--- config.mk ---
export PLATFORM = sky130hd
export DESIGN_NAME = icache_refill_engine
export DESIGN_NICKNAME = d
export VERILOG_FILES = /design/src/design/icache_pkg.sv /design/src/design/icache_refill_engine.sv
export SDC_FILE = /design/constraint.sdc
export NUM_CORES = 1
export LEC_CHECK = 0
export ABC_CLOCK_PERIOD_IN_PS = 3440
export BUFFER_PORTS_ARGS = -buffer_cell sky130_fd_sc_hd__buf_2
export CORE_ASPECT_RATIO = 1.2
export CORE_MARGIN = 1.5
export CORE_UTILIZATION = 35
export DETAILED_ROUTE_END_ITERATION = 7
export GPL_TIMING_DRIVEN = 0
export PLACE_DENSITY = 0.82
export SYNTH_ARGS = -nofsm -noshare
export SYNTH_HDL_FRONTEND = slang
export SYNTH_SLANG_ARGS = --single-unit
--- constraint.sdc ---
create_clock -name clk_i -period 3.44 [get_ports clk_i]
set_input_delay 0.688 -clock clk_i [delete_from_list [all_inputs] [get_ports clk_i]]
set_output_delay 0.688 -clock clk_i [all_outputs]
set_load 0.02 [all_outputs]
--- src/design/icache_pkg.sv ---
/* Shared definitions of the instruction cache
 * Geometry localparams, address union, operation enum
 * Request, Wishbone and refill-write structs
 */
package icache_pkg;

  ////////////////////////////////
  // Geometry
  ////////////////////////////////
  localparam int addr_width      = 16;
  localparam int instr_width     = 32;
  localparam int num_ways        = 2;
  localparam int num_sets        = 64;
  localparam int words_per_block = 4;

  localparam int index_width     = $clog2(num_sets);
  localparam int word_sel_width  = $clog2(words_per_block);
  localparam int byte_off_width  = $clog2(instr_width / 8);
  localparam int tag_width       = addr_width - index_width - word_sel_width - byte_off_width;
  localparam int way_width       = $clog2(num_ways);

  ////////////////////////////////
  // Address views
  ////////////////////////////////
  typedef struct packed {
    logic [tag_width-1:0]      tag;
    logic [index_width-1:0]    index;
    logic [word_sel_width-1:0] word_sel;
    logic [byte_off_width-1:0] byte_off;
  } icache_addr_fields_s;

  // Raw word on the ports, split fields inside the cache
  typedef union packed {
    logic [addr_width-1:0] raw;
    icache_addr_fields_s   fields;
  } icache_addr_u;

  typedef enum logic {
    e_icache_fetch  = 1'b0,
    e_icache_fencei = 1'b1
  } icache_op_e;

  typedef struct packed {
    icache_op_e   op;
    icache_addr_u addr;
  } icache_req_s;

  ////////////////////////////////
  // Wishbone classic, read only
  ////////////////////////////////
  typedef struct packed {
    logic                  cyc;
    logic                  stb;
    logic [addr_width-1:0] adr;
  } wb_m2s_s;

  typedef struct packed {
    logic                   ack;
    logic [instr_width-1:0] dat;
  } wb_s2m_s;

  // One refill word, also carries way and set for the final tag write
  typedef struct packed {
    logic                      v;
    logic [way_width-1:0]      way;
    logic [index_width-1:0]    index;
    logic [word_sel_width-1:0] word_sel;
    logic [instr_width-1:0]    data;
  } refill_wr_s;

endpackage

--- src/design/icache_refill_engine.sv ---
/* Refill engine of the instruction cache
 * Idle, read and finish FSM with a word counter
 * Wishbone classic reads of one block, word writes and final tag write
 */
`timescale 1ns/1ns

module icache_refill_engine
  (
  input  logic                             clk_i,
  input  logic                             reset_i,
  input  logic                             miss_i,
  input  icache_pkg::icache_addr_u         miss_addr_i,
  input  logic [icache_pkg::way_width-1:0] miss_way_i,
  output logic                             busy_o,
  output icache_pkg::refill_wr_s           refill_o,
  output logic                             refill_done_o,
  output icache_pkg::wb_m2s_s              wb_o,
  input  icache_pkg::wb_s2m_s              wb_i
  );

  import icache_pkg::*;

  typedef enum logic [1:0] {
    st_idle,
    st_read,
    st_finish
  } state_e;

  state_e                    state_r;
  logic [word_sel_width-1:0] word_cnt_r;
  logic [tag_width-1:0]      tag_r;
  logic [index_width-1:0]    index_r;
  logic [way_width-1:0]      way_r;
  icache_addr_u              fill_addr;
  logic                      reading;
  logic                      last_word;

  assign reading   = (state_r == st_read);
  assign last_word = (word_cnt_r == word_sel_width'(words_per_block - 1));
  assign busy_o    = (state_r != st_idle);

  ////////////////////////////////
  // Wishbone master
  ////////////////////////////////
  always_comb
  begin
    fill_addr.fields.tag      = tag_r;
    fill_addr.fields.index    = index_r;
    fill_addr.fields.word_sel = word_cnt_r;
    fill_addr.fields.byte_off = '0;
  end

  assign wb_o.cyc = reading;
  assign wb_o.stb = reading;
  assign wb_o.adr = fill_addr.raw;

  // Each acked word goes straight into the data store
  always_comb
  begin
    refill_o.v        = reading & wb_i.ack;
    refill_o.way      = way_r;
    refill_o.index    = index_r;
    refill_o.word_sel = word_cnt_r;
    refill_o.data     = wb_i.dat;
  end

  assign refill_done_o = (state_r == st_finish);

  ////////////////////////////////
  // FSM
  ////////////////////////////////
  always_ff @(posedge clk_i)
  begin
    if (reset_i)
    begin
      state_r    <= st_idle;
      word_cnt_r <= '0;
    end
    else
    begin
      case (state_r)
        st_idle:
        begin
          if (miss_i)
          begin
            state_r    <= st_read;
            word_cnt_r <= '0;
          end
        end
        st_read:
        begin
          if (wb_i.ack)
          begin
            word_cnt_r <= word_cnt_r + 1'b1;
            if (last_word)
            begin
              state_r <= st_finish;
            end
          end
        end
        default:
        begin
          state_r <= st_idle;
        end
      endcase
    end
  end

  // Block address and target way of the miss
  always_ff @(posedge clk_i)
  begin
    if ((state_r == st_idle) && miss_i)
    begin
      tag_r   <= miss_addr_i.fields.tag;
      index_r <= miss_addr_i.fields.index;
      way_r   <= miss_way_i;
    end
  end

  // Address held steady until the slave acks
  wb_hold_until_ack: assert property (@(posedge clk_i) disable iff (reset_i)
    (wb_o.stb && !wb_i.ack) |=> (wb_o.stb && $stable(wb_o.adr)));

endmodule

==> impl_metrics.py <==
metrics = {
    "cts": {
        "post_cts_buffers": 0,
        "clk_path_buf_depth": 2,
        "clkLatencyLatePin_ns": 0.27,
        "root_buffer": "clkbuf_4",
        "cts_tree": "yes",
        "ctsResizeCount": 0,
        "path_clk_slew_ns": 0.08,
        "htreeDepth": 1,
        "numCtsBuffers": 3,
        "cts_hold_buf": 0,
        "cts.sinks": 17,
    },
    "die": {
        "die_h_um": 60.2,
        "core-area_um2": 2550,
        "die_area_um2": 3050,
        "die_x_um": 50.6,
        "top_level_ports": 115,
        "rows": 20,
        "start_util_pct": 37.4,
    },
    "power": {
        "switching_share_pct": 27.5,
        "power_frac_comb_pct": 29.9,
        "power_density_nw_per_um2": 337,
        "switching_power_w": 0.000130,
        "power_w": 0.000474,
        "p_int_w": 0.000344,
        "power_frac_clock_pct": 20.0,
        "vdd_drop_max_uv": 186,
        "power_leakage_nw": 0.766,
        "seqPwrFrac_pct": 50.2,
    },
    "cells_and_area": {
        "nFillCells": 231,
        "diodes": 0,
        "nNetsFinal": 219,
        "area_growth_pct": 47.4,
        "regArea_um2": 470,
        "final_common_cell": "buf_2",
        "drive_above_1_share_pct": 79.3,
        "final_cell_mix": "76 x buf_2, 45 x buf_4, 13 x edfxtp_1",
        "multi_input_area_um2": 145,
    },
    "sta": {
        "maxSlewViolCount": 0,
        "fin_crit_sh_pct": 55.5,
        "fin_crit_ns": 1.91,
        "relSlewSlack_pct": 38.7,
        "grt_setup_unrepaired": "false",
        "finalSetupViolations": 0,
        "timing.final.ws_setup_ns": 1.53,
        "hold_violations": 0,
        "max_slew.worst_pin.slew_ns": 0.916,
        "fmax_mhz": 524,
        "skew_ns": 0.00327,
        "fin_tns_setup_ns": 0,
    },
    "worst_setup_path": {
        "crit_path_max_fanout": 8,
        "setup.worst_path.start": "state_r[0]",
        "start_kind": "flip-flop",
        "worstPathRequired_ns": 2.75,
        "cp-end-kind": "primary output",
        "r2r_cells": 2,
        "path_class": "reg -> out",
        "reg2reg_slack_ns": 1.67,
        "r2r_start": "state_r[0]",
        "worstReg2RegEnd": "tag_r[4]",
        "crit_end": "refill_o[41]",
        "arrival_ns": 1.22,
    },
    "synthesis": {
        "ys_ff_latch": 17,
        "async_flop_share_pct": 0,
        "syn_inst": 83,
        "synth.cell_area_um2": 953,
        "syn_area_per_cell_um2": 11.5,
        "yosysSeqAreaShare_pct": 49.3,
        "synth_cell_types": 23,
        "synth_edf_count": 13,
        "synth_warnings": 0,
        "synth_flop_cell": "edfxtp_1",
    },
    "global_routing": {
        "grt.overflow.total": 0,
        "grt.total_usage_pct": 10.3,
        "first_global_vias": 566,
        "grt_max_degree": 14,
        "grt_pass1_wl_um": 2390,
        "antenna_found_initial": 0,
    },
    "hold_path": {
        "hold_class": "reg -> reg",
        "hold_depth": 2,
    },
    "drt": {
        "ant_nets": 0,
        "num_vias": 772,
        "dr.pass1.iters": 3,
        "viasPerCell": 3.92,
        "drc_errors": 0,
        "wl_per_cell_um": 8.98,
        "wirelength_um": 1770,
        "drtIter0Drc": 10,
    },
    "outcome": {
        "status": "complete, no violations",
    },
    "run": {
        "cap_violations": 0,
    },
    "placed_design": {
        "hpwl_um": 1630,
        "numPortBuffers": 76,
        "gp_congestion": 0.635,
        "place_ws_ns": 1.52,
    },
}
[cell usage after synthesis (all sizes together), types with 2 or more instances]
cell,n,share of area [%]
and2b,2,2.0
buf,45,35
dfxtp,4,8.4
edfxtp,13,41
nand2,2,0.79
nor2,2,1.0
[critical path: stages, from the launching register on]
cell     delay [ns]
dfxtp_1        0.47
and2b_4        0.21
and2_1         0.12
buf_2          0.15
[logic make-up (layout without fill, tap and decap cells)]
family | after synthesis | count (layout) | share of synthesized area [%]
AOI/OAI and AO/OA | 5 | 5 | 3.81
other | 1 | 2 | 0.393
DFF | 17 | 17 | 49.3
buffers and inverters | 46 | 126 | 35.8
and+or+nand+nor | 13 | 13 | 9.32
adders and majority gates | 1 | 1 | 1.31
[per-stage QoR]
| stage | cell area [µm²] | util [%] | hold WS (ns) | cells |
|---|---|---|---|---|
| 2_1_floorplan | 957 | - | 0.526 | 84 |
| 3_3_place_gp | 1380 | 54.0 | 0.509 | 193 |
| 3_5_place_dp | 1380 | 54.0 | 0.522 | 193 |
| 4_1_cts | 1410 | 55.0 | 0.535 | 197 |
| 5_1_grt | 1410 | 55.0 | 0.573 | 197 |
| 6_report | 1410 | 55.0 | 0.531 | 197 |
[cell type report]
cell class | instances | area share [%]
multi-input combinational | 21 | 10.3
clock buffer | 4 | 1.87
sequential | 17 | 33.5
timing repair buffer | 76 | 27.1
buffer | 45 | 24.0
tap | 33 | 2.94
inverter | 1 | 0.267
[layer usage]
metal  vias to the layer above  part of all wire (%)  GRT usage, %
met5                         -                     0             0
met4                         0                     0          3.47
met3                         0                    15          2.75
met2                        58                    53          19.9
met1                       323                    32          10.7
li1                        391                     -             -
[registers in the layout, indices dropped and copies added, names as in the netlist]
signal / flops
index_r: 6
state_r: 2
tag_r: 6
way_r: 1
word_cnt_r: 2
[power by group through the flow]
stage          registers, W   logic, W  clock network (W)
2_1_floorplan      0.000253  0.0000880                  0
3_3_place_gp       0.000243   0.000141                  0
3_5_place_dp       0.000243   0.000143                  0
4_1_cts            0.000238   0.000143          0.0000967
5_1_grt            0.000239   0.000150           0.000103
6_report           0.000238   0.000142          0.0000946
[worst min path at each step]
stage | endpoint | slack (ns) | from
4_1_cts | word_cnt_r[1] | 0.54 | word_cnt_r[1]
2_1_floorplan | word_cnt_r[0] | 0.53 | state_r[0]
5_1_grt | word_cnt_r[1] | 0.57 | word_cnt_r[1]
3_5_place_dp | word_cnt_r[1] | 0.52 | word_cnt_r[1]
3_3_place_gp | word_cnt_r[1] | 0.51 | word_cnt_r[1]
6_report | word_cnt_r[1] | 0.53 | word_cnt_r[1]
Power figures use the tool's default switching activity.
