==> src/design/icache_pkg.sv <==
/* Shared definitions of the instruction cache
 * Geometry localparams, address union, operation enum
 * Request, Wishbone and refill-write structs
 */
package icache_pkg;

  ////////////////////////////////
  // Geometry
  ////////////////////////////////
  localparam int addr_width      = 16;
  localparam int instr_width     = 32;
  localparam int num_ways        = 2;
  localparam int num_sets        = 64;
  localparam int words_per_block = 4;

  localparam int index_width     = $clog2(num_sets);
  localparam int word_sel_width  = $clog2(words_per_block);
  localparam int byte_off_width  = $clog2(instr_width / 8);
  localparam int tag_width       = addr_width - index_width - word_sel_width - byte_off_width;
  localparam int way_width       = $clog2(num_ways);

  ////////////////////////////////
  // Address views
  ////////////////////////////////
  typedef struct packed {
    logic [tag_width-1:0]      tag;
    logic [index_width-1:0]    index;
    logic [word_sel_width-1:0] word_sel;
    logic [byte_off_width-1:0] byte_off;
  } icache_addr_fields_s;

  // Raw word on the ports, split fields inside the cache
  typedef union packed {
    logic [addr_width-1:0] raw;
    icache_addr_fields_s   fields;
  } icache_addr_u;

  typedef enum logic {
    e_icache_fetch  = 1'b0,
    e_icache_fencei = 1'b1
  } icache_op_e;

  typedef struct packed {
    icache_op_e   op;
    icache_addr_u addr;
  } icache_req_s;

  ////////////////////////////////
  // Wishbone classic, read only
  ////////////////////////////////
  typedef struct packed {
    logic                  cyc;
    logic                  stb;
    logic [addr_width-1:0] adr;
  } wb_m2s_s;

  typedef struct packed {
    logic                   ack;
    logic [instr_width-1:0] dat;
  } wb_s2m_s;

  // One refill word, also carries way and set for the final tag write
  typedef struct packed {
    logic                      v;
    logic [way_width-1:0]      way;
    logic [index_width-1:0]    index;
    logic [word_sel_width-1:0] word_sel;
    logic [instr_width-1:0]    data;
  } refill_wr_s;

endpackage

==> src/design/icache_fetch_pipe.sv <==
/* Fetch pipeline of the instruction cache
 * Tag-lookup and tag-verify stages, hit check and word select
 * Result pulses, miss hand-off, squash and request back-pressure
 */
`timescale 1ns/1ns

module icache_fetch_pipe
  (
  input  logic                                                      clk_i,
  input  logic                                                      reset_i,
  input  icache_pkg::icache_req_s                                   req_i,
  input  logic                                                      v_i,
  output logic                                                      ready_o,
  output logic [icache_pkg::instr_width-1:0]                        data_o,
  output logic                                                      data_v_o,
  output logic                                                      miss_v_o,
  output logic                                                      lookup_v_o,
  output icache_pkg::icache_addr_u                                  lookup_addr_o,
  output logic [icache_pkg::tag_width-1:0]                          verify_tag_o,
  input  logic [icache_pkg::num_ways-1:0]                           hit_way_i,
  input  logic [icache_pkg::way_width-1:0]                          victim_way_i,
  output logic [icache_pkg::num_ways-1:0]                           hit_update_o,
  output logic                                                      fencei_o,
  input  logic [icache_pkg::num_ways-1:0][icache_pkg::instr_width-1:0] way_data_i,
  output logic                                                      miss_o,
  output icache_pkg::icache_addr_u                                  miss_addr_o,
  output logic [icache_pkg::way_width-1:0]                          miss_way_o,
  input  logic                                                      refill_busy_i
  );

  import icache_pkg::*;

  logic                   accept;

  // Tag-lookup stage
  logic                   tl_v_r;
  icache_req_s            tl_req_r;
  logic [instr_width-1:0] tl_word;

  // Tag-verify stage
  logic                   tv_v_r;
  icache_req_s            tv_req_r;
  logic [num_ways-1:0]    tv_hit_r;
  logic [way_width-1:0]   tv_victim_r;
  logic [instr_width-1:0] tv_word_r;
  logic                   tv_fetch;
  logic                   tv_hit;
  logic                   tv_miss;

  ////////////////////////////////
  // Decode and lookup
  ////////////////////////////////
  assign accept        = v_i & ready_o;
  assign lookup_v_o    = accept;
  assign lookup_addr_o = req_i.addr;

  // While a fill runs the held miss tag goes to the tag store for its final write
  assign verify_tag_o = refill_busy_i ? tv_req_r.addr.fields.tag : tl_req_r.addr.fields.tag;

  // Word of the hitting way
  always_comb
  begin
    tl_word = way_data_i[0];
    for (int w = 1; w < num_ways; w++)
    begin
      if (hit_way_i[w])
      begin
        tl_word = way_data_i[w];
      end
    end
  end

  ////////////////////////////////
  // Verify
  ////////////////////////////////
  assign tv_fetch = tv_v_r & (tv_req_r.op == e_icache_fetch);
  assign tv_hit   = tv_fetch & (|tv_hit_r);
  assign tv_miss  = tv_fetch & ~(|tv_hit_r);

  assign hit_update_o = {num_ways{tv_fetch}} & tv_hit_r;
  assign fencei_o     = tv_v_r & (tv_req_r.op == e_icache_fencei);

  assign miss_o      = tv_miss;
  assign miss_addr_o = tv_req_r.addr;
  assign miss_way_o  = tv_victim_r;

  // Closed from the miss cycle until the fill is over
  assign ready_o = ~refill_busy_i & ~tv_miss;

  always_ff @(posedge clk_i)
  begin
    if (reset_i)
    begin
      tl_v_r   <= 1'b0;
      tv_v_r   <= 1'b0;
      data_v_o <= 1'b0;
      miss_v_o <= 1'b0;
    end
    else
    begin
      tl_v_r   <= accept;
      // A miss squashes the younger request
      tv_v_r   <= tl_v_r & ~tv_miss;
      data_v_o <= tv_hit;
      miss_v_o <= tv_miss;
    end
  end

  // Stage payloads held in verify through a fill
  always_ff @(posedge clk_i)
  begin
    if (accept)
    begin
      tl_req_r <= req_i;
    end
    if (tl_v_r & ~tv_miss)
    begin
      tv_req_r    <= tl_req_r;
      tv_hit_r    <= hit_way_i;
      tv_victim_r <= victim_way_i;
      tv_word_r   <= tl_word;
    end
    if (tv_hit)
    begin
      data_o <= tv_word_r;
    end
  end

  // A new miss only reaches an idle refill engine
  miss_while_idle: assert property (@(posedge clk_i) disable iff (reset_i)
    miss_o |-> !refill_busy_i);

endmodule

==> config.mk <==
export PLATFORM = sky130hd
export DESIGN_NAME = icache_fetch_pipe
export DESIGN_NICKNAME = d
export VERILOG_FILES = /design/src/design/icache_pkg.sv /design/src/design/icache_fetch_pipe.sv
export SDC_FILE = /design/constraint.sdc
export NUM_CORES = 1
export LEC_CHECK = 0
export ABC_AREA = 1
export BUFFER_PORTS_ARGS = -buffer_cell sky130_fd_sc_hd__buf_2
export CAP_MARGIN = 0
export CORE_MARGIN = 2
export CORE_UTILIZATION = 48
export DETAILED_ROUTE_END_ITERATION = 10
export GPL_ROUTABILITY_DRIVEN = 0
export GPL_TIMING_DRIVEN = 0
export PLACE_DENSITY = 0.8
export SETUP_SLACK_MARGIN = 0.5
export SLEW_MARGIN = 10
export SYNTH_ARGS = -nofsm -noshare
export SYNTH_HDL_FRONTEND = slang
export SYNTH_SLANG_ARGS = --single-unit
==> constraint.sdc <==
create_clock -name clk_i -period 2.7 [get_ports clk_i]
set_clock_uncertainty 0.05 [all_clocks]
set_input_delay 0 -clock clk_i [delete_from_list [all_inputs] [get_ports clk_i]]
set_output_delay 0 -clock clk_i [all_outputs]
set_load 0.1 [all_outputs]
==> results of run 1 <==
-- worst max-delay path, cell delays in order, from the launching register on --
cell,delay [ns]
edfxtp_1,0.40
nor2_1,0.28
nand2_1,0.18
inv_1,0.12
buf_2,0.43
-- logic make-up (layout without fill, tap and decap cells) --
| family | Yosys count | in the layout | share of synthesized area |
|---|---|---|---|
| buf+inv | 46 | 316 | 0.0862 |
| flops | 105 | 105 | 0.766 |
| mux | 32 | 32 | 0.116 |
| simple gates | 33 | 33 | 0.0311 |
-- registers in the layout (all words and copies together) (netlist names) --
signal       flops
data_o          32
miss_addr_o     16
tv_req_r         1
tv_word_r       32
tv_hit_r         2
data_v_o         1
tl_req_r        17
miss_v_o         1
miss_way_o       1
tv_v_r           1
tl_v_r           1
-- layer usage --
layer  share of wire  wire [um]  up-vias
li1                -          -     1276
met1            0.36       3160     1306
met2            0.56       4920      107
met3           0.047        413       26
met4           0.035        307        0
met5               0          0        -
-- through the flow --
step | instance area, sq um | total power [mW] | cells
floorplan | 4070 | 2.23 | 216
global placement | 5020 | 2.34 | 486
detailed placement | 5080 | 2.35 | 488
CTS | 6150 | 3.43 | 591
global route | 6150 | 3.54 | 591
finish | 6150 | 3.41 | 591
-- synthesized netlist by cell type --
master / instances / area share
nor3_1: 1 / 0.0012
nor2_1: 9 / 0.0083
mux2_2: 2 / 0.0055
buf_6: 1 / 0.0028
buf_12: 3 / 0.015
inv_1: 9 / 0.0083
buf_4: 32 / 0.059
buf_2: 1 / 0.0012
edfxtp_1: 101 / 0.75
dfxtp_1: 4 / 0.020
mux2_4: 30 / 0.11
nand3_1: 1 / 0.0012
nand2_1: 22 / 0.020
-- what timing repair did --
action | CTS | global route
hold buffers | 86 | 0
buffers inserted | 1 | 0
endpoints found under the setup margin | 1 | 0
resized for setup | 2 | 0
endpoints found under the hold margin | 56 | 0
-- how the worst min path moves through the flow --
| stage | end | slack (ns) | cells after the start |
|---|---|---|---|
| after floorplan | miss_v_o$_SDFF_PP0_ | 0.02 | 1 |
| after global placement | miss_way_o$_DFFE_PP_ | 0.13 | 1 |
| after detailed placement | tv_hit_r[0]$_DFFE_PP_ | 0.13 | 1 |
| after CTS | tl_v_r$_SDFF_PP0_ | 0.20 | 4 |
| after global routing | tl_v_r$_SDFF_PP0_ | 0.25 | 4 |
| final | tl_v_r$_SDFF_PP0_ | 0.22 | 4 |
-- power by group --
| part | internal, mW | switching, mW |
|---|---|---|
| clock network | 0.441 | 0.537 |
| logic | 0.254 | 0.340 |
| registers | 1.83 | 0.0121 |
-- layout make-up --
cell class / instances / share of cell area
Buffer: 37 / 0.0515
Clock inverter: 7 / 0.0124
Multi-Input combinational cell: 65 / 0.0990
Sequential cell: 105 / 0.506
Clock buffer: 9 / 0.0201
Tap cell: 105 / 0.0214
Timing Repair Buffer: 254 / 0.284
Inverter: 9 / 0.00610
==> impl_metrics.json, run 1 <==
{
  "status": "complete, no violations",
  "grt_pass1_wl_um": 13100,
  "synth-seq-cells": 105,
  "worstHoldStart": "refill_busy_i",
  "wl_per_cell_um": 14.9,
  "die_area_sq_mm": 0.00922,
  "final_util": 0.749,
  "path_max_fanout": 4,
  "grt_pass1_vias": 2819,
  "final_antenna_net_count": 0,
  "setup_ws_ns": 0.891,
  "peakVddDrop_mv": 0.360,
  "rows": 33,
  "core_sq_mm": 0.00822,
  "critPathLaunch": "tv_hit_r[0]$_DFFE_PP_",
  "place_hpwl_um": 5540,
  "fin_hold_ws_ns": 0.217,
  "clk_pin_slew_ns": 0.09,
  "port_buffers": 165,
  "grt_max_degree": 35,
  "max_clock_freq_ghz": 0.553,
  "htree_levels": 3,
  "slew_headroom": 0.624,
  "overflow": 0,
  "die_x_um": 96,
  "hold_class": "in -> reg",
  "fin_crit_sh": 0.670,
  "drive_gt1_frac": 0.527,
  "grtUsageMet1": 0.199,
  "place_ws_ns": 0.854,
  "end_kind": "output pin",
  "grt_setup_unrepaired": "false",
  "ys_seq_area_frac": 0.766,
  "multiInputGateArea_sq_um": 609,
  "period_needed_ns": 1.81,
  "antenna_found_initial": 0,
  "powerDensity_mw_per_mm2": 555,
  "drv_slew": 0,
  "synthCells": 216,
  "met2_usage": 0.365,
  "drt_iter0_markers": 46,
  "root_buffer": "clkbuf_8",
  "nFillCells": 522,
  "vias": 2715,
  "vias_per_cell": 4.59,
  "synth_area_sq_mm": 0.00406,
  "grt_most_used_layer": "met2",
  "diodes": 0,
  "reg2reg_to": "tv_word_r[3]$_DFFE_PP_",
  "critical_path_class": "reg -> out",
  "final_common_cell": "buf_2",
  "r2r_slack_ns": 0.98,
  "cts_buffers": 9,
  "maxCapViolations": 0,
  "synth_cell_types": 13,
  "setup_viol": 0,
  "arrival_ns": 1.76,
  "setup_tns_ns": 0,
  "io_pins": 167,
  "cts_tree": "yes",
  "area_growth_pct": 51.4,
  "worst-endpoint-required_ns": 2.65,
  "cts_sinks": 105,
  "met3_usage": 0.0509,
  "nets": 569,
  "final_cell_mix": "buf_2 (165), edfxtp_1 (101), dlygate4sd3_1 (86)",
  "cp-endpoint": "miss_o",
  "die_h_um": 96,
  "worst_pin_slew_ns": 0.562,
  "grt_usage": 0.195,
  "clk_latency_ns": 0.36,
  "routed_wl_um": 8810,
  "hold_violations": 0,
  "syn-num-nets": 304,
  "regToRegStartpoint": "tv_hit_r[0]$_DFFE_PP_",
  "p_leak_nw": 2.68,
  "firstDrtPassIters": 5,
  "start_util": 0.494,
  "startpoint_type": "flip-flop",
  "synth.avg_cell_area_sq_um": 18.8,
  "final-seq-area_sq_mm": 0.00311,
  "rr_worst_depth": 5,
  "cts_max_path_buffers": 2,
  "post-route-drc-count": 0,
  "ys_warn_count": 0
}
Power figures use the tool's default switching activity.
==> inputs of run 2 (changes only) <==
--- a/config.mk
+++ b/config.mk
@@ -9,11 +9,11 @@
 export BUFFER_PORTS_ARGS = -buffer_cell sky130_fd_sc_hd__buf_2
 export CAP_MARGIN = 0
 export CORE_MARGIN = 2
-export CORE_UTILIZATION = 48
+export CORE_UTILIZATION = 43
 export DETAILED_ROUTE_END_ITERATION = 10
 export GPL_ROUTABILITY_DRIVEN = 0
 export GPL_TIMING_DRIVEN = 0
-export PLACE_DENSITY = 0.8
+export PLACE_DENSITY = 0.75
 export SETUP_SLACK_MARGIN = 0.5
 export SLEW_MARGIN = 10
 export SYNTH_ARGS = -nofsm -noshare
==> constraint.sdc (replaced) <==
create_clock -name clk_i -period 1.55 [get_ports clk_i]
set_clock_uncertainty 0.05 [all_clocks]
set_input_delay 0 -clock clk_i [delete_from_list [all_inputs] [get_ports clk_i]]
set_output_delay 0 -clock clk_i [all_outputs]
set_load 0.1 [all_outputs]
==> impl_metrics.json, run 2 (synthesized netlist as in run 1, its figures left out) <==
{
  "slew_headroom": 0.671,
  "place_hpwl_um": 4770,
  "vias_per_cell": 4.63,
  "powerDensity_mw_per_mm2": 819,
  "antenna_found_initial": 0,
  "place_ws_ns": -0.852,
  "hold_violations": 1,
  "root_buffer": "clkbuf_8",
  "holdBufCountCts": 85,
  "htree_levels": 3,
  "wl_per_cell_um": 17.5,
  "hold_class": "in -> reg",
  "nFillCells": 500,
  "path_max_fanout": 4,
  "post-route-drc-count": 0,
  "grt_usage": 0.195,
  "critical_path_class": "reg -> out",
  "instances_no_fill": 616,
  "port_buffers": 165,
  "cts_buffers": 9,
  "start_util": 0.442,
  "die_h_um": 101,
  "final_cell_mix": "buf_2 (103), edfxtp_1 (101), dlygate4sd3_1 (85)",
  "end_kind": "output pin",
  "die_area_sq_mm": 0.0102,
  "routed_wl_um": 10800,
  "period_needed_ns": 1.55,
  "worst-endpoint-required_ns": 1.50,
  "area_growth_pct": 78.4,
  "maxCapViolations": 0,
  "io_pins": 167,
  "die_x_um": 101,
  "p_leak_nw": 3.05,
  "rows": 35,
  "reg.largest.list": "data_o x32, tv_word_r x32, tl_req_r x17",
  "setup_viol": 0,
  "final_common_cell": "buf_2",
  "arrival_ns": 1.50,
  "grt_pass1_vias": 2996,
  "diodes": 0,
  "grt_setup_unrepaired": "true",
  "nets": 588,
  "placed_cells": 492,
  "clk_latency_ns": 0.35,
  "overflow": 0,
  "setup_tns_ns": 0,
  "cts_tree": "yes",
  "firstDrtPassIters": 4,
  "drive_gt1_frac": 0.584,
  "max_clock_freq_ghz": 0.645,
  "fin_hold_ws_ns": -0.124,
  "worst_pin_slew_ns": 0.497,
  "cts_max_path_buffers": 2,
  "peakVddDrop_mv": 0.665,
  "grt_pass1_wl_um": 14700,
  "cts_sinks": 105,
  "startpoint_type": "flip-flop",
  "fin_crit_sh": 1.00,
  "final_antenna_net_count": 0,
  "status": "finished, violations left",
  "setup_ws_ns": 0.000306,
  "placed_area_sq_mm": 0.00509,
  "drv_slew": 0,
  "design_area_sq_mm": 0.00725,
  "clk_pin_slew_ns": 0.10,
  "drt_iter0_markers": 77,
  "final_util": 0.788,
  "core_sq_mm": 0.00920,
  "vias": 2854,
  "grt_max_degree": 19,
  "violations": "hold timing"
}
## run 2: metrics by stage
stage          power (mW)  hold WS (ns)
2_1_floorplan        3.90        0.0224
3_3_place_gp         4.08         0.128
3_5_place_dp         4.10         0.131
4_1_cts              5.91        -0.151
5_1_grt              6.15        -0.136
6_report             5.94        -0.124
## run 2: worst paths after layout
| path | cells past startpoint | slack (ns) | start | end |
|---|---|---|---|---|
| worst min-delay path | 3 | -0.12 | v_i | tl_v_r$_SDFF_PP0_ |
| worst max register to register | 6 | 0.01 | tv_hit_r[0]$_DFFE_PP_ | tv_hit_r[1]$_DFFE_PP_ |
| worst max-delay path | 4 | 0.0003 | tv_hit_r[0]$_DFFE_PP_ | miss_o |
| worst min register to register | 0 | 0.37 | tv_word_r[2]$_DFFE_PP_ | data_o[2]$_DFFE_PP_ |
## run 2: cell type report
cell class              instances  area (sq um)  area share
plain buffers                  37           377      0.0520
clock buffers                   9           124      0.0171
repair inverters                3          22.5     0.00311
repair buffers                269          2650       0.366
multi-input cells              66           724      0.0999
inverters                       9          41.3     0.00570
clock inverters                 7          53.8     0.00742
flip-flops and latches        105          3120       0.430
well taps                     111           139      0.0192
## run 2: worst max-delay path, stage by stage, from the launching register on
cell	delay (ns)
edfxtp_1	0.47
nor2_4	0.16
nand2_4	0.10
inv_1	0.18
buf_8	0.23
## run 2: power breakdown
group | total [mW] | internal, mW | switching [mW] | leakage, nW
clock | 1.56 | 0.602 | 0.955 | 0.0879
combinational | 1.17 | 0.537 | 0.634 | 2.00
sequential | 3.21 | 3.18 | 0.0273 | 0.959
total | 5.94 | 4.32 | 1.62 | 3.05
## run 2: timing repair
action,4_1_cts,5_1_grt
setup buffers,15,4
cloned,4,0
endpoints found under the hold margin,56,1
endpoints found under the setup margin,166,159
resized for setup,176,71
pin swaps,4,8
## run 2: metal layers
metal	wire length [um]	share of wire	global-route usage
met5	0	0	0
met4	288	0.027	0.0780
met3	671	0.062	0.0455
met2	6050	0.56	0.380
met1	3760	0.35	0.199
==> inputs of run 3 (changes only) <==
--- a/config.mk
+++ b/config.mk
@@ -14,7 +14,7 @@
 export GPL_ROUTABILITY_DRIVEN = 0
 export GPL_TIMING_DRIVEN = 0
 export PLACE_DENSITY = 0.75
-export SETUP_SLACK_MARGIN = 0.5
+export SKIP_LAST_GASP = 1
 export SLEW_MARGIN = 10
 export SYNTH_ARGS = -nofsm -noshare
 export SYNTH_HDL_FRONTEND = slang
==> constraint.sdc (replaced) <==
create_clock -name clk_i -period 1.55 [get_ports clk_i]
set_clock_uncertainty 0.05 [all_clocks]
set_input_delay 0.155 -clock clk_i [delete_from_list [all_inputs] [get_ports clk_i]]
set_output_delay 0.155 -clock clk_i [all_outputs]
set_load 0.1 [all_outputs]
==> impl_metrics.json, run 3 (synthesized netlist as in run 1, its figures left out) <==
{
  "status": "finished, violations left",
  "violations": "setup timing",
  "rows": 35,
  "period_needed_ns": 1.63,
  "worst-endpoint-required_ns": 1.34,
  "rr_worst_depth": 7,
  "vias": 2384,
  "grt_setup_unrepaired": "true",
  "clockPowerShare": 0.271,
  "htree_levels": 3,
  "r2r_slack_ns": 0.03,
  "grt_usage": 0.160,
  "nFillCells": 673,
  "cts_max_path_buffers": 2,
  "startpoint_type": "flip-flop",
  "critical_path_class": "reg -> out",
  "total_power_mw": 5.66,
  "max_clock_freq_ghz": 0.612,
  "hold_depth": 2,
  "instances_no_fill": 544,
  "p_int_mw": 4.13,
  "start_util": 0.442,
  "die_h_um": 101,
  "firstDrtPassIters": 4,
  "grt_max_degree": 23,
  "hold_class": "in -> reg",
  "drv_slew": 0,
  "clk_latency_ns": 0.36,
  "wl_per_cell_um": 15.1,
  "peakVddDrop_mv": 0.524,
  "setup_tns_ns": -0.138,
  "worstHoldEndpoint": "tv_word_r[19]$_DFFE_PP_",
  "grt_pass1_wl_um": 12100,
  "place_hpwl_um": 5190,
  "cts_tree": "yes",
  "final_common_cell": "buf_2",
  "reg2reg_to": "tv_word_r[8]$_DFFE_PP_",
  "drive_gt1_frac": 0.637,
  "setup_ws_ns": -0.0830,
  "antenna_found_initial": 0,
  "area_growth_pct": 42.0,
  "swShare": 0.269,
  "diodes": 0,
  "clk_pin_slew_ns": 0.10,
  "final_antenna_net_count": 0,
  "final_util": 0.627,
  "slew_headroom": 0.666,
  "routed_wl_um": 8230,
  "drt_iter0_markers": 52,
  "final_cell_mix": "buf_2 (154), edfxtp_1 (101), buf_4 (39)",
  "die_area_sq_mm": 0.0102,
  "port_buffers": 165,
  "grt_pass1_vias": 2517,
  "combPwrFrac": 0.162,
  "path_max_fanout": 3,
  "maxCapViolations": 0,
  "placed_cells": 493,
  "arrival_ns": 1.43,
  "cts_sinks": 105,
  "io_pins": 167,
  "reg.largest.list": "data_o x32, tv_word_r x32, tl_req_r x17",
  "vias_per_cell": 4.38,
  "powerDensity_mw_per_mm2": 981,
  "p_leak_nw": 2.48,
  "cts_buffers": 9,
  "worstHoldStart": "way_data_i[19]",
  "end_kind": "output pin",
  "regToRegStartpoint": "tv_v_r$_SDFF_PP0_",
  "root_buffer": "clkbuf_8",
  "nets": 516,
  "fin_crit_sh": 1.05,
  "post-route-drc-count": 0,
  "worst_pin_slew_ns": 0.505,
  "power_frac_seq": 0.567,
  "p_sw_mw": 1.52,
  "die_x_um": 101,
  "setup_viol": 4,
  "hold_violations": 0,
  "overflow": 0,
  "core_sq_mm": 0.00920
}
==> run 3: worst max-delay path by stage <==
stage / start / to / slack (ns)
2_1_floorplan: tv_req_r[16]$_DFFE_PP_ / hit_update_o[0] / -0.45
3_3_place_gp: tv_hit_r[1]$_DFFE_PP_ / tv_word_r[24]$_DFFE_PP_ / -0.78
3_5_place_dp: tv_hit_r[1]$_DFFE_PP_ / tv_word_r[25]$_DFFE_PP_ / -0.89
4_1_cts: tv_hit_r[0]$_DFFE_PP_ / lookup_v_o / -0.11
5_1_grt: tv_req_r[16]$_DFFE_PP_ / lookup_v_o / -0.14
6_report: tv_v_r$_SDFF_PP0_ / lookup_v_o / -0.08
==> run 3: critical path: stages (launching register included) <==
cell and delay (ns):
dfxtp_1 0.38, inv_1 0.07, nor2_2 0.16, nand2_4 0.09, nand3_4 0.08, clkinvlp_4 0.12, buf_12 0.18
==> run 3: layout make-up <==
class / count / area [sq um] / area share
plain buffers: 37 / 317 / 0.0549
clock buffers: 10 / 128 / 0.0221
clock inverters: 6 / 50.0 / 0.00868
inverters: 9 / 41.3 / 0.00716
multi-input cells: 65 / 678 / 0.118
flip-flops and latches: 105 / 3110 / 0.540
well taps: 111 / 139 / 0.0241
repair buffers: 198 / 1280 / 0.222
repair inverters: 3 / 22.5 / 0.00390
==> run 3: power by group through the flow <==
stage | clock network [mW] | registers, mW | logic, mW
detailed placement | 0 | 3.27 | 0.822
floorplan | 0 | 3.31 | 0.577
CTS | 1.60 | 3.21 | 0.908
global placement | 0 | 3.27 | 0.811
finish | 1.53 | 3.21 | 0.915
global route | 1.70 | 3.22 | 0.957
==> run 3: metrics by stage <==
stage,instance area (sq um),setup slack (ns),hold WS [ns]
after floorplan,4090,-0.449,0.177
after global placement,5060,-0.781,0.282
after detailed placement,5090,-0.892,0.284
after CTS,5710,-0.107,0.0209
after global routing,5770,-0.138,0.0204
final,5770,-0.0830,0.0427
==> run 3: per-layer routing <==
| layer | vias to the layer above | GRT usage | wire length, um |
|---|---|---|---|
| li1 | 1173 | - | - |
| met1 | 1115 | 0.177 | 3060 |
| met2 | 87 | 0.305 | 4680 |
| met3 | 9 | 0.0262 | 357 |
| met4 | 0 | 0.0655 | 138 |
| met5 | - | 0 | 0 |
==> run 3: timing repair <==
action | CTS | global route
endpoints found under the hold margin | 24 | 0
resized for setup | 24 | 16
pin swaps | 4 | 3
hold buffers | 21 | 0
buffers inserted | 11 | 0
endpoints found under the setup margin | 96 | 64
gates cloned | 3 | 0
