File: config.mk
export PLATFORM = sky130hd
export DESIGN_NAME = icache_tag_store
export DESIGN_NICKNAME = d
export VERILOG_FILES = /design/src/design/icache_pkg.sv /design/src/design/icache_tag_store.sv
export SDC_FILE = /design/constraint.sdc
export NUM_CORES = 1
export LEC_CHECK = 0
export ABC_AREA = 1
export BUFFER_PORTS_ARGS = -buffer_cell sky130_fd_sc_hd__buf_2
export CAP_MARGIN = 20
export CORE_UTILIZATION = 30
export CTS_BUF_LIST = sky130_fd_sc_hd__clkbuf_16
export CTS_CLUSTER_DIAMETER = 60
export CTS_CLUSTER_SIZE = 8
export DETAILED_ROUTE_END_ITERATION = 10
export PLACE_DENSITY = 0.42
export SLEW_MARGIN = 20
export SYNTH_ARGS = -nofsm -noshare
export SYNTH_HDL_FRONTEND = slang
export SYNTH_SLANG_ARGS = --single-unit
File: constraint.sdc
create_clock -name clk_i -period 2.6 [get_ports clk_i]
set_input_delay 0.52 -clock clk_i [delete_from_list [all_inputs] [get_ports clk_i]]
set_output_delay 0.52 -clock clk_i [all_outputs]
set_load 0.05 [all_outputs]
File: src/design/icache_pkg.sv
/* Shared definitions of the instruction cache
 * Geometry localparams, address union, operation enum
 * Request, Wishbone and refill-write structs
 */
package icache_pkg;

  ////////////////////////////////
  // Geometry
  ////////////////////////////////
  localparam int addr_width      = 16;
  localparam int instr_width     = 32;
  localparam int num_ways        = 2;
  localparam int num_sets        = 64;
  localparam int words_per_block = 4;

  localparam int index_width     = $clog2(num_sets);
  localparam int word_sel_width  = $clog2(words_per_block);
  localparam int byte_off_width  = $clog2(instr_width / 8);
  localparam int tag_width       = addr_width - index_width - word_sel_width - byte_off_width;
  localparam int way_width       = $clog2(num_ways);

  ////////////////////////////////
  // Address views
  ////////////////////////////////
  typedef struct packed {
    logic [tag_width-1:0]      tag;
    logic [index_width-1:0]    index;
    logic [word_sel_width-1:0] word_sel;
    logic [byte_off_width-1:0] byte_off;
  } icache_addr_fields_s;

  // Raw word on the ports, split fields inside the cache
  typedef union packed {
    logic [addr_width-1:0] raw;
    icache_addr_fields_s   fields;
  } icache_addr_u;

  typedef enum logic {
    e_icache_fetch  = 1'b0,
    e_icache_fencei = 1'b1
  } icache_op_e;

  typedef struct packed {
    icache_op_e   op;
    icache_addr_u addr;
  } icache_req_s;

  ////////////////////////////////
  // Wishbone classic, read only
  ////////////////////////////////
  typedef struct packed {
    logic                  cyc;
    logic                  stb;
    logic [addr_width-1:0] adr;
  } wb_m2s_s;

  typedef struct packed {
    logic                   ack;
    logic [instr_width-1:0] dat;
  } wb_s2m_s;

  // One refill word, also carries way and set for the final tag write
  typedef struct packed {
    logic                      v;
    logic [way_width-1:0]      way;
    logic [index_width-1:0]    index;
    logic [word_sel_width-1:0] word_sel;
    logic [instr_width-1:0]    data;
  } refill_wr_s;

endpackage

File: src/design/icache_tag_store.sv
/* Tag store of the instruction cache
 * Tag array, valid flops and one LRU bit per set
 * Lookup with hit and victim, refill tag write, fence.i invalidate
 */
`timescale 1ns/1ns

module icache_tag_store
  (
  input  logic                              clk_i,
  input  logic                              reset_i,
  input  logic                              lookup_v_i,
  input  icache_pkg::icache_addr_u          lookup_addr_i,
  input  logic [icache_pkg::tag_width-1:0]  verify_tag_i,
  output logic [icache_pkg::num_ways-1:0]   hit_way_o,
  output logic [icache_pkg::way_width-1:0]  victim_way_o,
  input  logic [icache_pkg::num_ways-1:0]   hit_update_i,
  input  logic                              fencei_i,
  input  icache_pkg::refill_wr_s            refill_i,
  input  logic                              refill_done_i
  );

  import icache_pkg::*;

  logic [num_ways-1:0][tag_width-1:0] tag_mem [num_sets];
  logic [num_ways-1:0][tag_width-1:0] tag_rd_r;
  logic [num_sets-1:0][num_ways-1:0]  valid_r;
  // Way to evict next
  logic [num_sets-1:0]                lru_r;

  logic [index_width-1:0]             idx_tl_r;
  logic [index_width-1:0]             idx_tv_r;
  logic [num_ways-1:0]                way_valid;
  logic                               lru_fwd;

  ////////////////////////////////
  // Lookup
  ////////////////////////////////
  always_ff @(posedge clk_i)
  begin
    if (refill_done_i)
    begin
      tag_mem[refill_i.index][refill_i.way] <= verify_tag_i;
    end
    if (lookup_v_i)
    begin
      tag_rd_r <= tag_mem[lookup_addr_i.fields.index];
      idx_tl_r <= lookup_addr_i.fields.index;
    end
    idx_tv_r <= idx_tl_r;
  end

  // Valid and LRU read live, so the older verify stage is seen at once
  always_comb
  begin
    for (int w = 0; w < num_ways; w++)
    begin
      way_valid[w] = valid_r[idx_tl_r][w] & ~fencei_i;
      hit_way_o[w] = way_valid[w] & (tag_rd_r[w] == verify_tag_i);
    end
  end

  // Hit of the older request on the same set
  assign lru_fwd = (|hit_update_i && (idx_tv_r == idx_tl_r)) ? hit_update_i[0]
                                                              : lru_r[idx_tl_r];

  // First invalid way wins over the LRU way
  always_comb
  begin
    victim_way_o = lru_fwd;
    for (int w = num_ways - 1; w >= 0; w--)
    begin
      if (!way_valid[w])
      begin
        victim_way_o = way_width'(w);
      end
    end
  end

  ////////////////////////////////
  // Valid and LRU update
  ////////////////////////////////
  always_ff @(posedge clk_i)
  begin
    if (reset_i)
    begin
      valid_r <= '0;
      lru_r   <= '0;
    end
    else
    begin
      if (fencei_i)
      begin
        valid_r <= '0;
      end
      else if (refill_done_i)
      begin
        valid_r[refill_i.index][refill_i.way] <= 1'b1;
      end
      if (refill_done_i)
      begin
        lru_r[refill_i.index] <= ~refill_i.way;
      end
      else if (|hit_update_i)
      begin
        lru_r[idx_tv_r] <= hit_update_i[0];
      end
    end
  end

  // A block never sits in two ways of one set
  hit_onehot: assert property (@(posedge clk_i) disable iff (reset_i)
    $onehot0(hit_way_o));

endmodule

==> run_summary.xml, run 1 <==
<?xml version="1.0" encoding="UTF-8"?>
<metrics>
  <group name="global_route">
    <metric name="wire_length_of_the_first_global_routing_pass" unit="um">212000</metric>
    <metric name="track_usage" unit="%">20.9</metric>
    <metric name="pin_count_of_the_biggest_net_entering_global_routing" unit="">129</metric>
    <metric name="via_count_of_the_first_global_routing_pass" unit="">30300</metric>
    <metric name="antenna_found_initial" unit="">7</metric>
    <metric name="overflow" unit="">0</metric>
  </group>
  <group name="critical_path">
    <metric name="r2r.worst_path.cells" unit="">7</metric>
    <metric name="worstPathBufferInverterCount" unit="">4</metric>
    <metric name="criticalPathCategory" unit="">flop to primary output</metric>
    <metric name="crit_slowest_cell" unit="">sky130_fd_sc_hd__edfxtp_1</metric>
    <metric name="worst-endpoint-arrival" unit="ns">2.88</metric>
    <metric name="crit_path_max_incr_delay" unit="ns">0.42</metric>
    <metric name="critical-path-top-delay-family" unit="">simple AND/OR/NAND/NOR gates</metric>
    <metric name="reg2reg_to" unit="">lru_r[18]$_SDFFE_PP0P_</metric>
    <metric name="critical_path.cell_chain" unit="">buf_6 &gt; buf_12 &gt; buf_16 &gt; nand2_1 &gt; nand3_1 &gt; nand3_1 &gt; nand2_1 &gt; nand2_1 &gt; nand3_1 &gt; nand3_1 &gt; a21oi_2 &gt; nor2_2 &gt; nor2_4 &gt; buf_12</metric>
    <metric name="r2r_start" unit="">idx_tv_r[1]$_DFF_P_</metric>
    <metric name="worstSetupEndpointType" unit="">primary output</metric>
    <metric name="worstPathMaxFanout" unit="">12</metric>
    <metric name="regToRegSetupSlack" unit="ns">0.49</metric>
    <metric name="cp_common_cell" unit="">sky130_fd_sc_hd__nand3_1</metric>
    <metric name="worstPathRequired" unit="ns">2.08</metric>
    <metric name="startpoint_type_of_the_worst_setup_path" unit="">flop</metric>
  </group>
  <group name="synthesis">
    <metric name="asyncSetResetFlopFracSynth" unit="%">0</metric>
    <metric name="synth_seq_cells" unit="">984</metric>
    <metric name="yosys.cell_types.count" unit="">41</metric>
    <metric name="synth_commonest_cells" unit="">sky130_fd_sc_hd__edfxtp_1 (786), sky130_fd_sc_hd__nor2_1 (773), sky130_fd_sc_hd__o21ai_0 (515)</metric>
    <metric name="yosys.cell_count.top_type" unit="">sky130_fd_sc_hd__edfxtp_1</metric>
    <metric name="synth.yosys.warnings" unit="">0</metric>
    <metric name="synthesis.nets" unit="">3945</metric>
    <metric name="synth_seq_area_share" unit="%">67.0</metric>
    <metric name="synth_enable_flop_cells" unit="">786</metric>
    <metric name="synthDominantCellAreaShare" unit="%">57.4</metric>
    <metric name="netlist_area" unit="um^2">41100</metric>
    <metric name="syn-mean-instance-area" unit="um^2">10.6</metric>
    <metric name="synth.area.top_cells" unit="">sky130_fd_sc_hd__edfxtp_1 (57%), sky130_fd_sc_hd__dfxtp_1 (9.6%), sky130_fd_sc_hd__nor2_1 (7.1%), sky130_fd_sc_hd__o21ai_0 (6.3%), sky130_fd_sc_hd__nand2_1 (3.7%)</metric>
    <metric name="biggest_area_consumer_among_synthesized_cells" unit="">sky130_fd_sc_hd__edfxtp_1</metric>
    <metric name="synth-main-ff-cell" unit="">sky130_fd_sc_hd__edfxtp_1</metric>
    <metric name="post_synth_inst_count" unit="">3874</metric>
  </group>
  <group name="status">
    <metric name="failed_checks" unit="">negative setup slack</metric>
    <metric name="run_status" unit="">complete, but fails checks</metric>
  </group>
  <group name="layout">
    <metric name="drive_above_1_share" unit="%">17.4</metric>
    <metric name="multiInputGateArea" unit="um^2">12000</metric>
    <metric name="fill_cells" unit="">13600</metric>
    <metric name="finalNetCount" unit="">4275</metric>
    <metric name="final_core_util" unit="%">37.4</metric>
    <metric name="syn_to_final_growth" unit="%">23.4</metric>
    <metric name="regArea" unit="um^2">27600</metric>
  </group>
  <group name="timing">
    <metric name="setup_repair_after_global_routing_missed_its_margin" unit="">true</metric>
    <metric name="tightest_slew" unit="ns">0.908</metric>
    <metric name="clock_skews" unit="ns">0.0269</metric>
    <metric name="layout_setup_ws" unit="ns">-0.800</metric>
    <metric name="maxSlewViolCount" unit="">0</metric>
    <metric name="layout_min_cycle_time" unit="ns">3.40</metric>
    <metric name="maxSlewHeadroom" unit="%">39.5</metric>
    <metric name="max_clock_freq" unit="GHz">0.294</metric>
    <metric name="period_share" unit="%">131</metric>
    <metric name="setup-violations-final" unit="">3</metric>
    <metric name="number_of_hold_slack_violations_in_the_final_timing_report" unit="">0</metric>
    <metric name="hold-worst-slack" unit="ns">0.151</metric>
  </group>
  <group name="floorplanning">
    <metric name="die_width" unit="um">372</metric>
    <metric name="fp-row-count" unit="">135</metric>
    <metric name="coreArea" unit="um^2">136000</metric>
    <metric name="die-height" unit="um">372</metric>
    <metric name="initial_utilization" unit="%">30.3</metric>
    <metric name="pin_count" unit="">74</metric>
    <metric name="fp.dieArea" unit="um^2">139000</metric>
  </group>
  <group name="cts">
    <metric name="holdBufCountCts" unit="">0</metric>
    <metric name="worstSkewPairLatency" unit="ns">0.76</metric>
    <metric name="cts_tree" unit="">done</metric>
    <metric name="clock_tree.root_cell" unit="">sky130_fd_sc_hd__clkbuf_16</metric>
    <metric name="cts.reportedPaths.clkPinSlew" unit="ns">0.05</metric>
    <metric name="clock_tree.buffer_depth" unit="">3</metric>
    <metric name="total_clock_buffers_created_by_cts" unit="">145</metric>
    <metric name="ctsHtreeMaxLevel" unit="">4</metric>
    <metric name="cts_num_sinks" unit="">984</metric>
  </group>
  <group name="placed_design">
    <metric name="routabilityCongestion" unit="">0.921</metric>
    <metric name="dp_hpwl" unit="um">95800</metric>
    <metric name="port_buffers" unit="">28</metric>
  </group>
  <group name="drt">
    <metric name="detailed_route_via_count" unit="">31100</metric>
    <metric name="routed-wl-met3" unit="um">8340</metric>
    <metric name="drt_iter0_drc" unit="">2547</metric>
    <metric name="highest_layer" unit="">met5</metric>
    <metric name="ant_nets" unit="">0</metric>
    <metric name="met2WireLength" unit="um">67100</metric>
    <metric name="wire_per_inst" unit="um">24.1</metric>
    <metric name="viasPerCell" unit="">5.14</metric>
    <metric name="drcViolationCount" unit="">0</metric>
    <metric name="met1Wirelength" unit="um">66300</metric>
    <metric name="wirelength" unit="um">146000</metric>
    <metric name="detailedRoute.firstPassIterationCount" unit="">6</metric>
  </group>
  <group name="power_and_ir_drop">
    <metric name="cellPowerDensity" unit="nW/um^2">732</metric>
    <metric name="static-leakage-power" unit="nW">17.4</metric>
    <metric name="vdd.ir_drop.worst" unit="uV">479</metric>
  </group>
  <group name="run">
    <metric name="maxCapViolations" unit="">0</metric>
  </group>
  <group name="min_path">
    <metric name="whs_endpoint" unit="">tag_mem[21][9]$_DFFE_PP_</metric>
    <metric name="whs_path_depth" unit="">1</metric>
    <metric name="hold_path.class" unit="">primary input to flop</metric>
    <metric name="worst_hold_startpoint" unit="">verify_tag_i[3]</metric>
  </group>
</metrics>
cell usage in the layout (no fill, tap or decap), types with 18 or more instances in the layout:
master                      synthesis  routed
sky130_fd_sc_hd__a21oi_1          106     100
sky130_fd_sc_hd__a31oi_1           60      60
sky130_fd_sc_hd__buf_12             0      60
sky130_fd_sc_hd__buf_4             23     344
sky130_fd_sc_hd__clkbuf_16          0     151
sky130_fd_sc_hd__dfxtp_1          198     198
sky130_fd_sc_hd__edfxtp_1         786     786
sky130_fd_sc_hd__inv_1            137     188
sky130_fd_sc_hd__inv_2             27      27
sky130_fd_sc_hd__nand2_1          410     390
sky130_fd_sc_hd__nand2_2            0      18
sky130_fd_sc_hd__nand3_1          221     202
sky130_fd_sc_hd__nand3_2            0      19
sky130_fd_sc_hd__nor2_1           773     769
sky130_fd_sc_hd__o211ai_1          43      43
sky130_fd_sc_hd__o21ai_0          515     491
sky130_fd_sc_hd__o21ai_1           24      41
sky130_fd_sc_hd__o21ba_2           19      19
sky130_fd_sc_hd__o22ai_1          196     196
logic make-up after synthesis:
group	after synthesis	share of synthesized area, %
AND/OR/NAND/NOR	1454	14.6
AO/OA/AOI/OAI	999	13.8
flip-flops	984	67.0
buffers and inverters	427	4.38
XOR/XNOR	10	0.213
area by class of cell:
type,count,share of cell area (%)
Clock inverter,68,0.715
Inverter,171,1.32
Clock buffer,147,7.25
Timing Repair Buffer,439,8.35
Multi-Input combinational cell,2463,23.7
Tap cell,1781,4.39
Sequential cell,984,54.3
Antenna cell,2,0.00986
sequential cells by signal, indices dropped and copies added (netlist names):
signal and flops:
lru_r 64, idx_tv_r 6, tag_mem 768, valid_r 128, idx_tl_r 6, tag_rd_r 12
stage by stage:
| step | instance area (um^2) | std cells | setup TNS (ns) | power [mW] | worst slack (ns) |
|---|---|---|---|---|---|
| final | 50800 | 6055 | -2.34 | 37.2 | -0.800 |
| after detailed placement | 46100 | 5822 | -0.622 | 20.4 | -0.236 |
| after CTS | 50500 | 6047 | -2.55 | 37.5 | -0.867 |
| after floorplan | 41100 | 3874 | 0 | 18.8 | 0.0336 |
| after global routing | 50800 | 6053 | -2.65 | 38.4 | -0.905 |
| after global placement | 46100 | 5822 | -0.609 | 20.4 | -0.251 |
power by group:
| group | leakage [nW] | switching (mW) | internal, mW |
|---|---|---|---|
| clock network | 2.17 | 6.74 | 10.2 |
| logic | 6.54 | 2.08 | 0.983 |
| registers | 8.68 | 0.0487 | 17.1 |
| total | 17.4 | 8.87 | 28.3 |
worst max-delay path by stage:
stage,start,to,cells past startpoint
global placement,idx_tl_r[0]$_DFFE_PP_,victim_way_o,14
finish,idx_tl_r[0]$_DFFE_PP_,victim_way_o,14
global route,idx_tl_r[0]$_DFFE_PP_,hit_way_o[0],15
detailed placement,idx_tl_r[0]$_DFFE_PP_,victim_way_o,14
CTS,idx_tl_r[0]$_DFFE_PP_,hit_way_o[0],15
floorplan,idx_tl_r[2]$_DFFE_PP_,hit_way_o[1],11
layer usage:
layer  global-route usage, %  up-vias
li1                        -    14400
met1                    28.9    15500
met2                    33.2      917
met3                    3.68      224
met4                    6.97        8
met5                       0        -
repair_timing:
item | 4_1_cts | 5_1_grt
resized for setup | 42 | 59
setup endpoints to repair | 3 | 3
pin swaps | 7 | 13
buffers inserted | 6 | 3
cloned | 5 | 4
No activity file was read; power rests on OpenSTA's default activity.
==> inputs of run 2 (changes only) <==
--- a/config.mk
+++ b/config.mk
@@ -8,11 +8,13 @@
 export ABC_AREA = 1
 export BUFFER_PORTS_ARGS = -buffer_cell sky130_fd_sc_hd__buf_2
 export CAP_MARGIN = 20
+export CORE_MARGIN = 4
 export CORE_UTILIZATION = 30
 export CTS_BUF_LIST = sky130_fd_sc_hd__clkbuf_16
 export CTS_CLUSTER_DIAMETER = 60
 export CTS_CLUSTER_SIZE = 8
 export DETAILED_ROUTE_END_ITERATION = 10
+export GPL_TIMING_DRIVEN = 0
 export PLACE_DENSITY = 0.42
 export SLEW_MARGIN = 20
 export SYNTH_ARGS = -nofsm -noshare
==> run_summary.xml, run 2 (synthesis gave the netlist of run 1 again) <==
<?xml version="1.0" encoding="UTF-8"?>
<metrics>
  <group name="drt">
    <metric name="drt_iter0_drc" unit="">4541</metric>
    <metric name="wire_per_inst" unit="um">34.6</metric>
    <metric name="detailedRoute.firstPassIterationCount" unit="">8</metric>
    <metric name="wirelength" unit="um">207000</metric>
    <metric name="detailed_route_via_count" unit="">33800</metric>
    <metric name="drcViolationCount" unit="">0</metric>
    <metric name="viasPerCell" unit="">5.65</metric>
    <metric name="ant_nets" unit="">0</metric>
  </group>
  <group name="floorplanning">
    <metric name="coreArea" unit="um^2">136000</metric>
    <metric name="die-height" unit="um">378</metric>
    <metric name="pin_count" unit="">74</metric>
    <metric name="die_width" unit="um">378</metric>
    <metric name="fp.dieArea" unit="um^2">143000</metric>
    <metric name="fp-row-count" unit="">135</metric>
    <metric name="initial_utilization" unit="%">30.3</metric>
  </group>
  <group name="timing">
    <metric name="layout_min_cycle_time" unit="ns">3.59</metric>
    <metric name="period_share" unit="%">138</metric>
    <metric name="tightest_slew" unit="ns">1.23</metric>
    <metric name="number_of_hold_slack_violations_in_the_final_timing_report" unit="">0</metric>
    <metric name="maxSlewHeadroom" unit="%">17.9</metric>
    <metric name="setup_repair_after_global_routing_missed_its_margin" unit="">true</metric>
    <metric name="max_clock_freq" unit="GHz">0.278</metric>
    <metric name="clock_skews" unit="ns">0.0247</metric>
    <metric name="maxSlewViolCount" unit="">0</metric>
    <metric name="setup-violations-final" unit="">43</metric>
    <metric name="layout_setup_ws" unit="ns">-0.995</metric>
  </group>
  <group name="min_path">
    <metric name="whs_endpoint" unit="">idx_tl_r[1]$_DFFE_PP_</metric>
    <metric name="worst_hold_startpoint" unit="">lookup_addr_i[5]</metric>
    <metric name="hold_path.class" unit="">primary input to flop</metric>
    <metric name="whs_path_depth" unit="">1</metric>
  </group>
  <group name="critical_path">
    <metric name="cp_common_cell" unit="">sky130_fd_sc_hd__nand2_1</metric>
    <metric name="crit_path_max_incr_delay" unit="ns">0.48</metric>
    <metric name="worstPathBufferInverterCount" unit="">6</metric>
    <metric name="regToRegSetupSlack" unit="ns">0.13</metric>
    <metric name="worstSetupEndpointType" unit="">primary output</metric>
    <metric name="crit_slowest_cell" unit="">sky130_fd_sc_hd__edfxtp_1</metric>
    <metric name="r2r.worst_path.cells" unit="">6</metric>
    <metric name="worst-endpoint-arrival" unit="ns">3.07</metric>
    <metric name="reg2reg_to" unit="">lru_r[52]$_SDFFE_PP0P_</metric>
    <metric name="worstPathMaxFanout" unit="">6</metric>
    <metric name="startpoint_type_of_the_worst_setup_path" unit="">flop</metric>
    <metric name="critical_path.cell_chain" unit="">buf_6 &gt; inv_12 &gt; buf_12 &gt; buf_12 &gt; clkbuf_8 &gt; nand2_1 &gt; nand3_1 &gt; nand3_1 &gt; nand2_1 &gt; nand2_1 &gt; nand3_2 &gt; nand3_2 &gt; a21oi_2 &gt; nor2_2 &gt; nor2_4 &gt; buf_8</metric>
    <metric name="r2r_start" unit="">idx_tv_r[2]$_DFF_P_</metric>
    <metric name="worstPathRequired" unit="ns">2.08</metric>
    <metric name="criticalPathCategory" unit="">flop to primary output</metric>
    <metric name="critical-path-top-delay-family" unit="">buffers and inverters</metric>
  </group>
  <group name="cts">
    <metric name="clock_tree.buffer_depth" unit="">3</metric>
    <metric name="cts_tree" unit="">done</metric>
    <metric name="clock_tree.root_cell" unit="">sky130_fd_sc_hd__clkbuf_16</metric>
    <metric name="ctsHtreeMaxLevel" unit="">4</metric>
    <metric name="total_clock_buffers_created_by_cts" unit="">147</metric>
    <metric name="worstSkewPairLatency" unit="ns">0.79</metric>
    <metric name="cts_num_sinks" unit="">984</metric>
    <metric name="cts.reportedPaths.clkPinSlew" unit="ns">0.05</metric>
  </group>
  <group name="global_route">
    <metric name="gr-usage-met1" unit="%">37.3</metric>
    <metric name="pin_count_of_the_biggest_net_entering_global_routing" unit="">88</metric>
    <metric name="antenna_found_initial" unit="">6</metric>
    <metric name="overflow" unit="">0</metric>
    <metric name="grt.met2_usage" unit="%">44.1</metric>
    <metric name="top_usage_layer" unit="">met2</metric>
    <metric name="via_count_of_the_first_global_routing_pass" unit="">31700</metric>
    <metric name="use_met3" unit="%">5.33</metric>
    <metric name="wire_length_of_the_first_global_routing_pass" unit="um">275000</metric>
    <metric name="track_usage" unit="%">28.4</metric>
  </group>
  <group name="layout">
    <metric name="multiInputGateArea" unit="um^2">12600</metric>
    <metric name="largest_register_ffs" unit="">768</metric>
    <metric name="fill_cells" unit="">13600</metric>
    <metric name="largest_register" unit="">tag_mem</metric>
    <metric name="regArea" unit="um^2">27600</metric>
    <metric name="finalNetCount" unit="">4206</metric>
    <metric name="layout_commonest_cell" unit="">sky130_fd_sc_hd__edfxtp_1</metric>
    <metric name="fin_cells" unit="">5980</metric>
    <metric name="leading_cell_types_in_the_layout_fill_and_taps_excluded" unit="">sky130_fd_sc_hd__edfxtp_1 (786), sky130_fd_sc_hd__nor2_1 (665), sky130_fd_sc_hd__o21ai_0 (491)</metric>
    <metric name="syn_to_final_growth" unit="%">22.2</metric>
    <metric name="drive_above_1_share" unit="%">16.5</metric>
    <metric name="final_cell_area" unit="um^2">50300</metric>
    <metric name="biggest_registers_after_layout" unit="">tag_mem: 768 flops, valid_r: 128 flops, lru_r: 64 flops</metric>
  </group>
  <group name="placed_design">
    <metric name="routabilityCongestion" unit="">1.01</metric>
    <metric name="preCtsSetupSlack" unit="ns">-1.89</metric>
    <metric name="dp_hpwl" unit="um">148000</metric>
    <metric name="post_dp_cell_area" unit="um^2">44800</metric>
    <metric name="dp.cells" unit="">5746</metric>
    <metric name="port_buffers" unit="">22</metric>
  </group>
  <group name="status">
    <metric name="failed_checks" unit="">negative setup slack</metric>
    <metric name="run_status" unit="">complete, but fails checks</metric>
  </group>
  <group name="power_and_ir_drop">
    <metric name="vdd.ir_drop.worst" unit="uV">575</metric>
    <metric name="cellPowerDensity" unit="nW/um^2">767</metric>
    <metric name="static-leakage-power" unit="nW">16.5</metric>
    <metric name="report.power.total" unit="mW">38.6</metric>
  </group>
  <group name="run">
    <metric name="maxCapViolations" unit="">0</metric>
  </group>
</metrics>
[run 2: timing repair]
item,4_1_cts,5_1_grt
resized for setup,222,84
hold buffers,0,0
setup buffers,13,6
gates cloned,3,1
endpoints found under the hold margin,0,0
pin swaps,22,32
endpoints found under the setup margin,58,28
[run 2: worst max path at each step]
stage | startpoint | to | slack [ns] | cells past startpoint
global route | idx_tl_r[0]$_DFFE_PP_ | hit_way_o[1] | -1.05 | 15
floorplan | idx_tl_r[2]$_DFFE_PP_ | hit_way_o[1] | 0.03 | 11
detailed placement | idx_tl_r[2]$_DFFE_PP_ | hit_way_o[1] | -1.89 | 12
CTS | idx_tl_r[0]$_DFFE_PP_ | victim_way_o | -0.97 | 16
finish | idx_tl_r[0]$_DFFE_PP_ | victim_way_o | -0.99 | 16
global placement | idx_tl_r[2]$_DFFE_PP_ | hit_way_o[1] | -2.22 | 12
[run 2: cell type report]
type | instances | area share (%)
antenna | 2 | 0.00995
buffer | 254 | 3.08
clock buffer | 149 | 7.41
clock inverter | 62 | 1.06
inverter | 171 | 1.32
multi-input combinational | 2463 | 25.0
sequential | 984 | 54.8
tap | 1781 | 4.43
timing repair buffer | 114 | 2.89
[run 2: power by group]
| group | internal, mW | switching (mW) | leakage (nW) |
|---|---|---|---|
| Sequential | 17.1 | 0.0550 | 8.68 |
| Combinational | 0.808 | 2.65 | 5.62 |
| Clock | 10.6 | 7.34 | 2.20 |
[run 2: routing by layer]
| layer | up-vias | share of wire [%] |
|---|---|---|
| li1 | 14300 | - |
| met1 | 17000 | 40 |
| met2 | 2025 | 44 |
| met3 | 506 | 8.9 |
| met4 | 2 | 6.8 |
| met5 | - | 0.0063 |
[run 2: metrics by stage]
stage / hold slack [ns] / TNS, ns / util [%]
final: 0.110 / -4.13 / 37.0
after global routing: 0.101 / -3.12 / 37.0
after CTS: 0.0677 / -2.88 / 36.8
after detailed placement: 0.358 / -353.78 / 33.0
after global placement: 0.352 / -1314.41 / 32.0
after floorplan: 0.343 / 0 / -
